### src/hdl/core_cfg.svh
`ifndef CORE_CFG_SVH
`define CORE_CFG_SVH

// Data path and instruction word width in bits
`define CORE_XLEN 32

// Depth of the instruction memory in 32-bit words
`define CORE_IMEM_WORDS 64

// Size of the data memory in bytes
`define CORE_DMEM_BYTES 256

// Retire credits the core owns right after reset
`define CORE_RETIRE_CREDITS 4

`endif
### src/hdl/regfile_if.sv
`timescale 1ns/1ps
`include "core_cfg.svh"

interface regfile_if;

	logic [4:0]            rs_addr; // First read address from decode
	logic [4:0]            rt_addr; // Second read address from decode
	logic [`CORE_XLEN-1:0] rs_data; // First read data
	logic [`CORE_XLEN-1:0] rt_data; // Second read data
	logic                  wr_en;   // Write strobe from writeback
	logic [4:0]            wr_addr; // Destination register of the retiring instruction
	logic [`CORE_XLEN-1:0] wr_data; // Result of the retiring instruction

	// Pipeline side drives addresses and the write port
	modport core (
		output rs_addr, rt_addr, wr_en, wr_addr, wr_data,
		input  rs_data, rt_data
	);

	// Register file side answers the reads
	modport file (
		input  rs_addr, rt_addr, wr_en, wr_addr, wr_data,
		output rs_data, rt_data
	);

endinterface

### src/hdl/regfile.sv
`timescale 1ns/1ps
`include "core_cfg.svh"

module regfile (
	input  logic clk,
	input  logic rst_n,
	regfile_if.file rf
);

	logic [`CORE_XLEN-1:0] regs [32]; // Register 0 is never written

	// One read port with write bypass and a hard zero for register 0
	function automatic logic [`CORE_XLEN-1:0] read_port(input logic [4:0] addr);
		logic [`CORE_XLEN-1:0] value;
		if (addr == 5'd0) begin
			value = '0;
		end else if (rf.wr_en && rf.wr_addr == addr) begin
			value = rf.wr_data; // Same-cycle write is visible to decode
		end else begin
			value = regs[addr];
		end
		return value;
	endfunction

	always_ff @(posedge clk or negedge rst_n) begin
		if (!rst_n) begin
			for (int i = 0; i < 32; i++) begin
				regs[i] <= '0; // Every register starts at zero
			end
		end else if (rf.wr_en && rf.wr_addr != 5'd0) begin
			regs[rf.wr_addr] <= rf.wr_data; // Writes to register 0 are dropped
		end
	end

	always_comb begin
		rf.rs_data = read_port(rf.rs_addr);
		rf.rt_data = read_port(rf.rt_addr);
	end

endmodule

### src/flat_wrapper.sv
// flat-port wrapper written by rule: the top's interface ports become plain ports
module regfile_flat 
  (clk, rst_n, rf_rs_addr, rf_rt_addr, rf_wr_en, rf_wr_addr, rf_wr_data, rf_rs_data, rf_rt_data);
  regfile_if rf_i ();
  input  logic clk;
  input  logic rst_n;
  input wire logic [$bits(rf_i.rs_addr)-1:0] rf_rs_addr;
  input wire logic [$bits(rf_i.rt_addr)-1:0] rf_rt_addr;
  input wire logic [$bits(rf_i.wr_en)-1:0] rf_wr_en;
  input wire logic [$bits(rf_i.wr_addr)-1:0] rf_wr_addr;
  input wire logic [$bits(rf_i.wr_data)-1:0] rf_wr_data;
  output wire logic [$bits(rf_i.rs_data)-1:0] rf_rs_data;
  output wire logic [$bits(rf_i.rt_data)-1:0] rf_rt_data;
  assign rf_i.rs_addr = rf_rs_addr;
  assign rf_i.rt_addr = rf_rt_addr;
  assign rf_i.wr_en = rf_wr_en;
  assign rf_i.wr_addr = rf_wr_addr;
  assign rf_i.wr_data = rf_wr_data;
  assign rf_rs_data = rf_i.rs_data;
  assign rf_rt_data = rf_i.rt_data;
  regfile u_core (.clk(clk), .rst_n(rst_n), .rf(rf_i));
endmodule
### config.mk
export PLATFORM = sky130hd
export DESIGN_NAME = regfile_flat
export DESIGN_NICKNAME = d
export VERILOG_FILES = /design/src/hdl/regfile_if.sv /design/src/hdl/regfile.sv /design/src/flat_wrapper.sv
export VERILOG_INCLUDE_DIRS = /design/src /design/src/hdl
export SDC_FILE = /design/constraint.sdc
export NUM_CORES = 2
export LEC_CHECK = 0
export BUFFER_PORTS_ARGS = -buffer_cell sky130_fd_sc_hd__buf_2
export CORE_AREA = 3 3 387 389
export CTS_CLUSTER_DIAMETER = 200
export DETAILED_ROUTE_END_ITERATION = 10
export DIE_AREA = 0 0 390 392
export PLACE_DENSITY_LB_ADDON = 0.12
export SLEW_MARGIN = 20
export SYNTH_ARGS = -nofsm -noshare
export SYNTH_HDL_FRONTEND = slang
export SYNTH_SLANG_ARGS = --single-unit
### constraint.sdc
create_clock -name clk -period 6.99 [get_ports clk]
set_input_delay 1.398 -clock clk [delete_from_list [all_inputs] [get_ports clk]]
set_output_delay 1.398 -clock clk [all_outputs]
set_load 0.02 [all_outputs]
==> flow_metrics.env <==
export IMPL_status="finished, final reports clean"
export IMPL_met1Wirelength_um=87000
export IMPL_pwr_share_seq=0.432
export IMPL_dpl_instance_area_um2=57900
export IMPL_clock_edge_transition_at_the_registers_on_the_reported_setup_and_hold_paths_ns=0.05
export IMPL_setup_slack_ns=0.868
export IMPL_drt_initial_drc_count=2590
export IMPL_detailed_place_hpwl_um=108000
export IMPL_kind_of_start_point_of_the_critical_path="primary input"
export IMPL_relSlewSlack=0.286
export IMPL_detailedRoute_firstPassIterationCount=7
export IMPL_pwr_density_cell_nw_per_um2=293
export IMPL_cts_hold_fix_bufs=0
export IMPL_reg_largest_list="u_core.regs: 1024 flops"
export IMPL_worstPathArrival_ns=4.72
export IMPL_largest_register_ff_count=1024
export IMPL_mostFrequentLayoutCells="sky130_fd_sc_hd__mux2_2, sky130_fd_sc_hd__dfrtp_1, sky130_fd_sc_hd__mux4_2"
export IMPL_part_of_the_total_power_dissipated_in_combinational_logic=0.203
export IMPL_vias=35100
export IMPL_tritoncts_num_buffers=118
export IMPL_port_buffer_count=113
export IMPL_total_switching_power_uw=4980
export IMPL_yosysWarningCount=0
export IMPL_timing_critical_path_to_type="output port"
export IMPL_cts_repair_resized=0
export IMPL_grt_pass1_wl_um=273000
export IMPL_post_synth_cell_area_avg_um2=14.7
export IMPL_route_antenna_remaining_nets=0
export IMPL_holdCritPathClass="register to register"
export IMPL_finalWorstPathRequiredPeriod_ns=6.12
export IMPL_syn_inst=3770
export IMPL_clk_latency_ns=0.73
export IMPL_ys_seq_elements=1024
export IMPL_synth_cell_area_um2=55500
export IMPL_ir_drop_v=0.000196
export IMPL_sequential_cell_area_fraction_in_the_yosys_report=0.462
export IMPL_syn_to_final_growth_pct=11.8
export IMPL_final_hold_violation_count=0
export IMPL_grt_total_usage=0.246
export IMPL_die_area_um2=153000
export IMPL_worst_clock_skew_ns=0
export IMPL_power_switching_share=0.274
export IMPL_globalRouteOverflowTotal=0
export IMPL_clk_root_buffer_cell="sky130_fd_sc_hd__clkbuf_16"
export IMPL_crit_path_max_fanout=28
export IMPL_max_flop_register="u_core.regs"
export IMPL_postSynth_topFlopCell="sky130_fd_sc_hd__dfrtp_1"
export IMPL_fp_dieH_um=392
export IMPL_start_util=0.377
export IMPL_clock_sinks=1024
export IMPL_share_of_final_layout_standard_cells_stronger_than_drive_strength_1=0.541
export IMPL_cts_htree_levels=3
export IMPL_path_class="primary input to output port"
export IMPL_synth_lib_cells_used_distinct=55
export IMPL_clock_power_share=0.364
export IMPL_hold_path_end="u_core.regs[1005]"
export IMPL_synth_async_reset_ratio=1.00
export IMPL_via_count_of_the_first_global_routing_pass=36300
export IMPL_internal_power_uw=13200
export IMPL_avgViaCountPerCell=6.14
export IMPL_worstReg2RegStart="u_core.regs[411]"
export IMPL_setup_reg_to_reg_worst_slack_ns=6.18
export IMPL_dp_slack_ns=0.984
export IMPL_hold_path_startpoint="u_core.regs[1005]"
export IMPL_max_cap_violations=0
export IMPL_top_layer_used="met5"
export IMPL_number_of_flops_mapped_to_enable_cells_by_yosys=0
export IMPL_final_period_utilization=0.876
export IMPL_fillerInstances=13400
export IMPL_post_drt_wl_per_cell_um=32.9
export IMPL_setup_violations=0
export IMPL_initial_antenna_violation_count=13
export IMPL_gpl_final_weighted_congestion=0.772
export IMPL_stdcell_area_um2=62100
export IMPL_total_leakage_power_uw=0.0266
export IMPL_fp_coreArea_um2=147000
export IMPL_ctsLongestPathBuffers=3
export IMPL_max_freq_ghz=0.163
export IMPL_synth_net_count=3820
export IMPL_met3_wirelength_um=10200
export IMPL_design_final_nets=3722
export IMPL_timing_critical_path_required_ns=5.59
export IMPL_worst_hold_slack_ns=0.389
export IMPL_clock_tree_from_tritoncts="done"
export IMPL_grt_start_max_net_pins=169
export IMPL_num_rows=141
export IMPL_wl_met2_um=86200
export IMPL_critical_path_reg2reg_endpoint="u_core.regs[411]"
export IMPL_cts_setup_buffers=0
export IMPL_setup_tns_final_ns=0
export IMPL_rsz0062_at_grt="false"
export IMPL_r2r_cells=1
export IMPL_worst_slew_pin_transition_ns=1.07
export IMPL_ioPinCount=114
export IMPL_worst_hold_path_num_cells=0
export IMPL_floorplan_die_width_um=390
export IMPL_drc=0
export IMPL_totalWireLength_um=188000
export IMPL_layout_cells_most_common="sky130_fd_sc_hd__mux2_2"
export IMPL_maxSlewViolCount=0
==> stage by stage <==
stage / cells / total power (uW) / utilization
floorplan: 3770 / 10500 / -
global placement: 5481 / 11600 / 0.393
detailed placement: 5482 / 11700 / 0.393
CTS: 5702 / 18300 / 0.422
global route: 5702 / 19000 / 0.422
finish: 5708 / 18200 / 0.422
==> worst max-delay path by stage <==
stage | slack, ns | cells past startpoint | to | from
6_report | 0.87 | 9 | rf_rt_data[25] | rf_rt_addr[4]
5_1_grt | 0.88 | 8 | rf_rs_data[10] | rf_rs_addr[1]
4_1_cts | 0.98 | 9 | rf_rt_data[25] | rf_rt_addr[4]
3_5_place_dp | 0.98 | 9 | rf_rt_data[25] | rf_rt_addr[4]
3_3_place_gp | 0.93 | 9 | rf_rt_data[25] | rf_rt_addr[4]
2_1_floorplan | 2.27 | 8 | rf_rt_data[19] | rf_rt_addr[0]
==> kinds of logic (layout without fill, tap and decap cells) <==
family          count (synthesis)  after routing  share of synthesized area
xor+xnor                       10             10                    0.00158
simple gates                  258            258                     0.0232
compound gates                325            325                     0.0409
buf+inv                       440            442                     0.0361
mux                          1713           1713                      0.436
other cells                     0              6                          0
flops                        1024           1024                      0.462
==> synthesized netlist by cell type (all sizes together) (6+ instances only) <==
cell	number	area [um2]
mux4	452	10200
a311o	7	70.1
dfrtp	1024	25600
nand3	13	65.1
a21oi	40	200
o32a	6	60.1
mux2	1124	12700
a221oi	14	129
mux2i	137	1370
o211ai	12	90.1
nand2b	14	87.6
nand2	54	203
or3	8	50.1
o22ai	68	425
xnor2	10	87.6
a2111o	8	90.1
o21ai	66	330
and3	13	81.3
o311a	7	70.1
nor3	33	165
buf	175	1010
a221o	17	170
nor3b	9	67.6
nor2b	25	156
a211oi	40	300
a2111oi	16	140
nor2	68	255
clkbuf	264	991
==> metal layers <==
metal | track usage | vias to the layer above
met5 | 0 | -
met4 | 0.0597 | 4
met3 | 0.0380 | 229
met2 | 0.383 | 970
met1 | 0.360 | 19500
li1 | - | 14400
==> area by class of cell <==
class,instances,area [um2],share of cell area
diodes,6,15.0,0.000242
clock buffers,173,3620,0.0584
clock inverters,47,542,0.00873
inverters,1,3.75,0.0000605
multi-input cells,2306,28100,0.453
flip-flops and latches,1024,25600,0.413
well taps,1930,2410,0.0389
repair buffers,221,1730,0.0279
==> critical path, stage by stage <==
cell,delay (ns)
sky130_fd_sc_hd__buf_4,0.41
sky130_fd_sc_hd__buf_4,0.49
sky130_fd_sc_hd__nor3_1,0.18
sky130_fd_sc_hd__a21oi_1,0.57
sky130_fd_sc_hd__o21ai_1,0.45
sky130_fd_sc_hd__buf_4,0.32
sky130_fd_sc_hd__a211oi_1,0.41
sky130_fd_sc_hd__a311o_1,0.26
sky130_fd_sc_hd__buf_2,0.19
==> power groups by stage <==
stage	Combinational, uW	Clock [uW]	Sequential [uW]
final	3700	6630	7860
after global routing	3970	7010	8010
after CTS	3730	6780	7840
after detailed placement	3720	0	7940
after global placement	3670	0	7910
after floorplan	2850	0	7660
(Power assumes the default switching activity.)
